[config.mk]
export PLATFORM = sky130hd
export DESIGN_NAME = copro_top
export DESIGN_NICKNAME = d
export VERILOG_FILES = /design/src/copro_pkg.sv /design/src/copro_op_if.sv /design/src/copro_cfg_regs.sv /design/src/copro_decoder.sv /design/src/copro_exec.sv /design/src/copro_result_fifo.sv /design/src/copro_top.sv
export SDC_FILE = /design/constraint.sdc
export NUM_CORES = 2
export LEC_CHECK = 0
export ABC_AREA = 1
export ABC_CLOCK_PERIOD_IN_PS = 9300
export BUFFER_PORTS_ARGS = -buffer_cell sky130_fd_sc_hd__buf_4
export CORE_UTILIZATION = 40
export CTS_CLUSTER_SIZE = 25
export DETAILED_ROUTE_END_ITERATION = 12
export PLACE_DENSITY = 0.66
export SLEW_MARGIN = 20
export SYNTH_ARGS = -nofsm -noshare
export SYNTH_HDL_FRONTEND = slang
export SYNTH_SLANG_ARGS = --single-unit
export TNS_END_PERCENT = 30
[constraint.sdc]
create_clock -name clk_i -period 9.3 [get_ports clk_i]
set_input_delay 2.325 -clock clk_i [delete_from_list [all_inputs] [get_ports clk_i]]
set_output_delay 2.325 -clock clk_i [all_outputs]
set_load 0.01 [all_outputs]
[src/copro_pkg.sv]
package copro_pkg;

  // Datapath and transaction id widths
  localparam int XLEN = 32;
  localparam int ID_W = 4;

  // Major opcodes reserved for custom extensions
  localparam logic [6:0] OPC_CUSTOM0 = 7'b0001011;
  localparam logic [6:0] OPC_CUSTOM1 = 7'b0101011;

  // Each value doubles as its bit position in the enable mask
  typedef enum logic [1:0] {
    OP_ADD  = 2'd0,
    OP_SUB  = 2'd1,
    OP_MUL  = 2'd2,
    OP_ADDI = 2'd3
  } op_e;

  typedef struct packed {
    logic [6:0] funct7;
    logic [4:0] rs2;
    logic [4:0] rs1;
    logic [2:0] funct3;
    logic [4:0] rd;
    logic [6:0] opcode;
  } r_fmt_t;

  typedef struct packed {
    logic [11:0] imm12;
    logic [4:0]  rs1;
    logic [2:0]  funct3;
    logic [4:0]  rd;
    logic [6:0]  opcode;
  } i_fmt_t;

  // Same instruction word seen as either format
  typedef union packed {
    r_fmt_t r;
    i_fmt_t i;
  } instr_u;

  // Write-back payload returned to the core
  typedef struct packed {
    logic [ID_W-1:0] id;
    logic [4:0]      rd;
    logic [XLEN-1:0] data;
  } result_t;

endpackage

[src/copro_op_if.sv]
`timescale 1ns/1ps

interface copro_op_if;

  logic                        op_valid;
  logic                        op_ready;
  copro_pkg::op_e              op;
  logic [copro_pkg::ID_W-1:0]  id;
  logic [4:0]                  rd;
  logic [copro_pkg::XLEN-1:0]  opa;
  logic [copro_pkg::XLEN-1:0]  opb;

  // Decoder side offers the operation
  modport decoder (
    output op_valid, op, id, rd, opa, opb,
    input  op_ready
  );

  // Execute side takes it when it has room
  modport exec (
    input  op_valid, op, id, rd, opa, opb,
    output op_ready
  );

endinterface

[src/copro_cfg_regs.sv]
`timescale 1ns/1ps

module copro_cfg_regs (
  input  logic        clk_i,
  input  logic        arst_n_i,
  input  logic        cfg_we_i,
  input  logic [3:0]  cfg_en_i,
  input  logic        accept_i,
  output logic [3:0]  op_en_o,
  output logic [15:0] acc_count_o
);

  // Operation enable mask, everything on out of reset
  always_ff @(posedge clk_i or negedge arst_n_i) begin
    if (!arst_n_i) begin
      op_en_o <= '1;
    end else if (cfg_we_i) begin
      op_en_o <= cfg_en_i;
    end
  end

  // Accepted instruction counter, wraps at 16 bits
  always_ff @(posedge clk_i or negedge arst_n_i) begin
    if (!arst_n_i) begin
      acc_count_o <= '0;
    end else if (accept_i) begin
      acc_count_o <= acc_count_o + 16'd1;
    end
  end

endmodule

[src/copro_decoder.sv]
`timescale 1ns/1ps

module copro_decoder (
  input  logic                       issue_valid_i,
  input  logic [31:0]                issue_instr_i,
  input  logic [copro_pkg::ID_W-1:0] issue_id_i,
  input  logic [copro_pkg::XLEN-1:0] issue_rs1_i,
  input  logic [copro_pkg::XLEN-1:0] issue_rs2_i,
  output logic                       issue_ready_o,
  output logic                       issue_accept_o,
  input  logic [3:0]                 op_en_i,
  output logic                       accept_o,
  copro_op_if.decoder                op_if
);

  copro_pkg::instr_u           instr;
  copro_pkg::op_e              dec_op;
  logic                        legal;
  logic [copro_pkg::XLEN-1:0]  dec_opb;

  assign instr = issue_instr_i;

  always_comb begin
    legal   = 1'b0;
    dec_op  = copro_pkg::OP_ADD;
    dec_opb = issue_rs2_i;
    if (instr.r.opcode == copro_pkg::OPC_CUSTOM0 && instr.r.funct7 == 7'd0) begin
      // R-type, funct3 selects the operation
      case (instr.r.funct3)
        3'd0: begin
          legal  = 1'b1;
          dec_op = copro_pkg::OP_ADD;
        end
        3'd1: begin
          legal  = 1'b1;
          dec_op = copro_pkg::OP_SUB;
        end
        3'd2: begin
          legal  = 1'b1;
          dec_op = copro_pkg::OP_MUL;
        end
        default: legal = 1'b0;
      endcase
    end else if (instr.i.opcode == copro_pkg::OPC_CUSTOM1 && instr.i.funct3 == 3'd0) begin
      // I-type, immediate replaces rs2
      legal   = 1'b1;
      dec_op  = copro_pkg::OP_ADDI;
      dec_opb = {{(copro_pkg::XLEN-12){instr.i.imm12[11]}}, instr.i.imm12};
    end
  end

  // Mask is checked at issue time only
  assign issue_accept_o = legal && op_en_i[dec_op];

  // Rejected words still complete the handshake, so ready follows the pipe
  assign issue_ready_o = op_if.op_ready;
  assign accept_o      = issue_valid_i && issue_ready_o && issue_accept_o;

  assign op_if.op_valid = issue_valid_i && issue_accept_o;
  assign op_if.op       = dec_op;
  assign op_if.id       = issue_id_i;
  assign op_if.rd       = instr.r.rd;
  assign op_if.opa      = issue_rs1_i;
  assign op_if.opb      = dec_opb;

endmodule

[src/copro_exec.sv]
`timescale 1ns/1ps

module copro_exec (
  input  logic               clk_i,
  input  logic               arst_n_i,
  copro_op_if.exec           op_if,
  output logic               res_valid_o,
  input  logic               res_ready_i,
  output copro_pkg::result_t res_o
);

  logic                        s1_valid;
  copro_pkg::op_e              s1_op;
  logic [copro_pkg::ID_W-1:0]  s1_id;
  logic [4:0]                  s1_rd;
  logic [copro_pkg::XLEN-1:0]  s1_opa;
  logic [copro_pkg::XLEN-1:0]  s1_opb;
  logic [copro_pkg::XLEN-1:0]  alu;
  logic                        s1_ready;
  logic                        s2_ready;

  // A stage moves when the one after it is empty or draining
  assign s2_ready       = !res_valid_o || res_ready_i;
  assign s1_ready       = !s1_valid || s2_ready;
  assign op_if.op_ready = s1_ready;

  // Stage 1 valid
  always_ff @(posedge clk_i or negedge arst_n_i) begin
    if (!arst_n_i) begin
      s1_valid <= 1'b0;
    end else if (s1_ready) begin
      s1_valid <= op_if.op_valid;
    end
  end

  // Stage 1 operands
  always_ff @(posedge clk_i) begin
    if (op_if.op_valid && s1_ready) begin
      s1_op  <= op_if.op;
      s1_id  <= op_if.id;
      s1_rd  <= op_if.rd;
      s1_opa <= op_if.opa;
      s1_opb <= op_if.opb;
    end
  end

  always_comb begin
    case (s1_op)
      copro_pkg::OP_ADD:  alu = s1_opa + s1_opb;
      copro_pkg::OP_SUB:  alu = s1_opa - s1_opb;
      // Only the low half of the product is kept
      copro_pkg::OP_MUL:  alu = s1_opa * s1_opb;
      copro_pkg::OP_ADDI: alu = s1_opa + s1_opb;
      default:            alu = '0;
    endcase
  end

  // Stage 2 valid
  always_ff @(posedge clk_i or negedge arst_n_i) begin
    if (!arst_n_i) begin
      res_valid_o <= 1'b0;
    end else if (s2_ready) begin
      res_valid_o <= s1_valid;
    end
  end

  // Stage 2 result
  always_ff @(posedge clk_i) begin
    if (s1_valid && s2_ready) begin
      res_o.id   <= s1_id;
      res_o.rd   <= s1_rd;
      res_o.data <= alu;
    end
  end

  // Result held while the FIFO pushes back
  a_res_stable: assert property (@(posedge clk_i) disable iff (!arst_n_i)
    res_valid_o && !res_ready_i |=> res_valid_o && $stable(res_o));

endmodule

[src/copro_result_fifo.sv]
`timescale 1ns/1ps

module copro_result_fifo #(
  parameter int FifoDepth = 4
) (
  input  logic               clk_i,
  input  logic               arst_n_i,
  input  logic               in_valid_i,
  output logic               in_ready_o,
  input  copro_pkg::result_t in_data_i,
  output logic               out_valid_o,
  input  logic               out_ready_i,
  output copro_pkg::result_t out_data_o
);

  localparam int PtrW = (FifoDepth > 1) ? $clog2(FifoDepth) : 1;
  localparam logic [PtrW:0]   Full    = (PtrW+1)'(FifoDepth);
  localparam logic [PtrW-1:0] LastPtr = PtrW'(FifoDepth - 1);

  copro_pkg::result_t mem [FifoDepth];
  logic [PtrW-1:0]    wr_ptr;
  logic [PtrW-1:0]    rd_ptr;
  logic [PtrW:0]      count;
  logic               push;
  logic               pop;

  assign in_ready_o  = (count != Full);
  assign out_valid_o = (count != '0);
  assign out_data_o  = mem[rd_ptr];
  assign push        = in_valid_i && in_ready_o;
  assign pop         = out_valid_o && out_ready_i;

  always_ff @(posedge clk_i) begin
    if (push) begin
      mem[wr_ptr] <= in_data_i;
    end
  end

  // Pointers wrap at the depth, which need not be a power of two
  always_ff @(posedge clk_i or negedge arst_n_i) begin
    if (!arst_n_i) begin
      wr_ptr <= '0;
      rd_ptr <= '0;
      count  <= '0;
    end else begin
      if (push) begin
        wr_ptr <= (wr_ptr == LastPtr) ? '0 : wr_ptr + 1'b1;
      end
      if (pop) begin
        rd_ptr <= (rd_ptr == LastPtr) ? '0 : rd_ptr + 1'b1;
      end
      count <= count + {{PtrW{1'b0}}, push} - {{PtrW{1'b0}}, pop};
    end
  end

  // Count never runs past the depth
  a_no_write_full: assert property (@(posedge clk_i) disable iff (!arst_n_i)
    count <= Full);

  // An empty queue has both pointers on the same slot
  a_no_read_empty: assert property (@(posedge clk_i) disable iff (!arst_n_i)
    (count == '0) |-> (wr_ptr == rd_ptr));

endmodule

[src/copro_top.sv]
`timescale 1ns/1ps

module copro_top #(
  parameter int FifoDepth = 4
) (
  input  logic                       clk_i,
  input  logic                       arst_n_i,
  // Issue channel
  input  logic                       issue_valid_i,
  output logic                       issue_ready_o,
  input  logic [31:0]                issue_instr_i,
  input  logic [copro_pkg::ID_W-1:0] issue_id_i,
  input  logic [copro_pkg::XLEN-1:0] issue_rs1_i,
  input  logic [copro_pkg::XLEN-1:0] issue_rs2_i,
  output logic                       issue_accept_o,
  // Result channel
  output logic                       result_valid_o,
  input  logic                       result_ready_i,
  output logic [copro_pkg::ID_W-1:0] result_id_o,
  output logic [4:0]                 result_rd_o,
  output logic [copro_pkg::XLEN-1:0] result_data_o,
  // Configuration
  input  logic                       cfg_we_i,
  input  logic [3:0]                 cfg_en_i,
  output logic [3:0]                 cfg_en_o,
  output logic [15:0]                acc_count_o
);

  copro_op_if         op_if ();
  logic               accept;
  logic               exec_valid;
  logic               exec_ready;
  copro_pkg::result_t exec_res;
  copro_pkg::result_t fifo_res;

  copro_cfg_regs i_cfg_regs (
    .clk_i       ( clk_i       ),
    .arst_n_i    ( arst_n_i    ),
    .cfg_we_i    ( cfg_we_i    ),
    .cfg_en_i    ( cfg_en_i    ),
    .accept_i    ( accept      ),
    .op_en_o     ( cfg_en_o    ),
    .acc_count_o ( acc_count_o )
  );

  copro_decoder i_decoder (
    .issue_valid_i  ( issue_valid_i  ),
    .issue_instr_i  ( issue_instr_i  ),
    .issue_id_i     ( issue_id_i     ),
    .issue_rs1_i    ( issue_rs1_i    ),
    .issue_rs2_i    ( issue_rs2_i    ),
    .issue_ready_o  ( issue_ready_o  ),
    .issue_accept_o ( issue_accept_o ),
    .op_en_i        ( cfg_en_o       ),
    .accept_o       ( accept         ),
    .op_if          ( op_if.decoder  )
  );

  copro_exec i_exec (
    .clk_i       ( clk_i       ),
    .arst_n_i    ( arst_n_i    ),
    .op_if       ( op_if.exec  ),
    .res_valid_o ( exec_valid  ),
    .res_ready_i ( exec_ready  ),
    .res_o       ( exec_res    )
  );

  copro_result_fifo #(
    .FifoDepth ( FifoDepth )
  ) i_result_fifo (
    .clk_i       ( clk_i          ),
    .arst_n_i    ( arst_n_i       ),
    .in_valid_i  ( exec_valid     ),
    .in_ready_o  ( exec_ready     ),
    .in_data_i   ( exec_res       ),
    .out_valid_o ( result_valid_o ),
    .out_ready_i ( result_ready_i ),
    .out_data_o  ( fifo_res       )
  );

  // Queue head onto the flat result ports
  assign result_id_o   = fifo_res.id;
  assign result_rd_o   = fifo_res.rd;
  assign result_data_o = fifo_res.data;

endmodule
==> results.yml <==
layout:
  drive_above_1_share: 0.0810
  layout.nets: 4400
  final_cells: 4771
  diodes: 0
  syn_to_final_growth_pct: 11.0
  fillers: 7363
worst_setup_path:
  startpoint_type: "register"
  cpMostUsedCell: "fa_1"
  critPathKind: "reg2reg"
  cp_data_arrival_time_ns: 8.07
  cp_max_fo: 16
  end_kind: "register"
  cp_slowest_stage_delay_ns: 1.11
  r2r_setup_slack_ns: 1.52
  worstRegToRegCells: 22
  cp_cell_sequence: "buf_4 > nand2_1 > inv_1 > fa_1 > fa_1 > fa_1 > inv_1 > fa_1 > inv_1 > ha_1 > ha_1 > fa_1 > fa_1 > ha_1 > nand2_1 > nor3_1 > nand3_1 > nand3_1 > a21oi_1 > o31ai_1 > o21ai_0 > o21ai_0"
  r2r-end: "i_exec.res_o[21]$_DFFE_PP_"
  required_ns: 9.59
  r2r_start: "i_exec.s1_opb[7]$_DFFE_PP_"
  slowest_stage: "edfxtp_1"
floorplan:
  core_area_sq_um: 76500
  io_pins: 173
  row_count: 101
  die_x_microns: 281
  dieArea_sq_um: 79000
  die_height_microns: 281
  initial_core_util: 0.407
routing:
  drc_errors: 0
  dr.pass1.iters: 5
  viasPerCell: 4.96
  detail-route-antenna-nets: 0
  dr_total_vias: 23700
  finalWirelength_mm: 81.9
  drtIter0Drc: 1581
  wl_per_cell_microns: 17.2
grt:
  grt_pass1_vias: 24200
  grt_busiest_layer: "met2"
  grt_use_met1: 0.289
  grt_use_met2: 0.358
  grt_pass1_wl_mm: 131
  gr-usage-met3: 0.0251
  gr-total-overflow: 0
  grt_max_degree: 85
  antenna_found_initial: 1
  grt.total_usage: 0.212
clock_tree:
  clk_latency_ns: 0.59
  cts_hold_buf: 0
  clock-root-buffer: "clkbuf_16"
  cts.sinks: 309
  clk_pin_slew_ns: 0.07
  htreeDepth: 1
  cts_max_path_buffers: 3
  post_cts_resized: 0
  cts_tree: "built"
  post_cts_buffers: 0
  cts_buffers: 30
hold_path:
  hold_end: "i_exec.res_o[39]$_DFFE_PP_"
  hold_start: "i_exec.s1_id[2]$_DFFE_PP_"
  hold_depth: 0
  hp-class: "reg2reg"
power:
  p_leak_nw: 17.9
  power.density_nw_per_um2: 107
  ir_drop_mv: 0.136
sta:
  rsz0062_at_grt: "false"
  relSlewSlack: 0.233
  finalCritPeriodShare: 0.837
  max_freq_ghz: 0.129
  setup_tns_ns: 0
  period_needed_ns: 7.78
  skew_ns: 0.0215
  finalMaxSlewViolations: 0
  worst_pin_slew_ns: 1.15
  finalSetupViolCount: 0
  hold_viol_final: 0
place:
  hpwl_mm: 62.7
  port_buffers: 167
  gp_congestion: 0.963
  placedCellCount: 4714
synthesis:
  ys_ff_latch: 309
  synth_cells: 3631
  ys.flop_type: "edfxtp_1"
  synth-edff-count: 280
  yosysMostFrequentCell: "nand2_1"
  ys_seq_area_frac: 0.293
  synthTopCellsByArea: "edfxtp_1 (27%), fa_1 (26%), nand2_1 (11%)"
  synthTopCellsByCount: "nand2_1 (939), inv_1 (857), fa_1 (410)"
  synth_fp_nets: 4314
  yosys_warnings: 0
  yosysTopAreaCellShare: 0.270
  async_flop_share: 0.0939
  yosysTopAreaCell: "edfxtp_1"
  netlist_area_sq_um: 31100
  synth.distinct_cells: 53
  syn_avg_cell_area_sq_um: 8.58
status:
  status: "finished clean"
run:
  drv_cap: 0
## critical path, delay by kind of cell, from the launching register on
family          cells  cell delay (ns)
flops               1             1.11
compound gates      4             1.29
simple gates        5             0.74
buf+inv             4             0.54
fa+ha+maj           9             3.79
## metrics by stage
stage	worst slack (ns)	hold slack, ns	utilization	instance area (sq um)	power, mW
final	1.52	0.422	0.452	34600	3.70
after global routing	1.20	0.424	0.452	34600	3.88
after CTS	1.62	0.420	0.452	34600	3.74
after detailed placement	1.64	0.406	0.438	33500	2.43
after global placement	1.64	0.404	0.438	33500	2.41
after floorplan	2.38	0.400	-	31100	2.04
## per-layer routing
layer / part of all wire / wire [microns] / vias to the layer above
li1: - / - / 11200
met1: 0.44 / 35600 / 11600
met2: 0.48 / 39000 / 694
met3: 0.061 / 5030 / 150
met4: 0.027 / 2220 / 2
met5: 0.00016 / 13 / -
## sequential cells by signal, summed over array words and instances, names as in the netlist
signal,flops
i_result_fifo.count,3
i_exec.s1_op,2
i_result_fifo.mem,164
i_cfg_regs.acc_count_o,16
i_exec.s1_opa,32
i_exec.s1_valid,1
i_exec.res_o,41
i_exec.s1_opb,32
i_result_fifo.rd_ptr,2
i_result_fifo.wr_ptr,2
i_exec.res_valid_o,1
i_cfg_regs.op_en_o,4
i_exec.s1_id,4
i_exec.s1_rd,5
## worst max-delay path by stage
stage	cells past startpoint	startpoint	endpoint	slack, ns
after floorplan	10	issue_instr_i[29]	i_exec.s1_id[0]$_DFFE_PP_	2.38
after global placement	23	i_exec.s1_opb[7]$_DFFE_PP_	i_exec.res_o[29]$_DFFE_PP_	1.64
after detailed placement	24	i_exec.s1_opb[7]$_DFFE_PP_	i_exec.res_o[29]$_DFFE_PP_	1.64
after CTS	25	i_exec.s1_opb[7]$_DFFE_PP_	i_exec.res_o[29]$_DFFE_PP_	1.62
after global routing	22	i_exec.s1_opb[7]$_DFFE_PP_	i_exec.res_o[21]$_DFFE_PP_	1.20
final	22	i_exec.s1_opb[7]$_DFFE_PP_	i_exec.res_o[21]$_DFFE_PP_	1.52
## layout by cell type, fill, tap and decap left out, types with 6 or more instances in the layout
cell,Yosys,layout
o22ai_1,42,42
nor3_1,24,24
o21bai_1,12,12
nor4_1,6,6
nand3_1,80,80
ha_1,164,164
bufinv_16,0,6
buf_4,1,215
a21o_1,10,10
nand3b_1,9,9
nand4_1,31,31
dfrtp_1,25,24
xnor2_1,29,29
clkinv_2,0,8
a31oi_1,8,8
a21oi_1,96,96
nor2_1,170,165
inv_2,6,8
edfxtp_1,280,280
o21ai_0,178,178
clkbuf_16,0,30
inv_1,857,855
nand2_1,939,939
fa_1,410,410
xor2_1,42,42
## where the power goes
group	total (mW)	internal [mW]	switching, mW
clock	1.32	0.769	0.549
sequential	1.53	1.52	0.0138
combinational	0.856	0.346	0.510
total	3.70	2.63	1.07
## cells by family (layout without fill, tap and decap cells)
family	count (synthesis)	after routing	share of synthesized area
AND/OR/NAND/NOR	1272	1272	0.165
buffers and inverters	1028	1138	0.124
adder cells (fa/ha/maj)	574	574	0.329
AO/OA/AOI/OAI	375	375	0.0670
flip-flops	309	309	0.293
XOR/XNOR	71	71	0.0200
multiplexers	2	2	0.000723
## cell type report
| class | count | area (sq um) | share of cell area |
|---|---|---|---|
| clock buffer | 31 | 754 | 0.0218 |
| clock inverter | 25 | 334 | 0.00966 |
| inverter | 866 | 3250 | 0.0940 |
| multi-input combinational | 2294 | 18200 | 0.526 |
| sequential | 309 | 9140 | 0.264 |
| tap | 1030 | 1290 | 0.0373 |
| timing repair buffer | 216 | 1630 | 0.0471 |
Note: power is estimated with default switching activity, not from simulation.
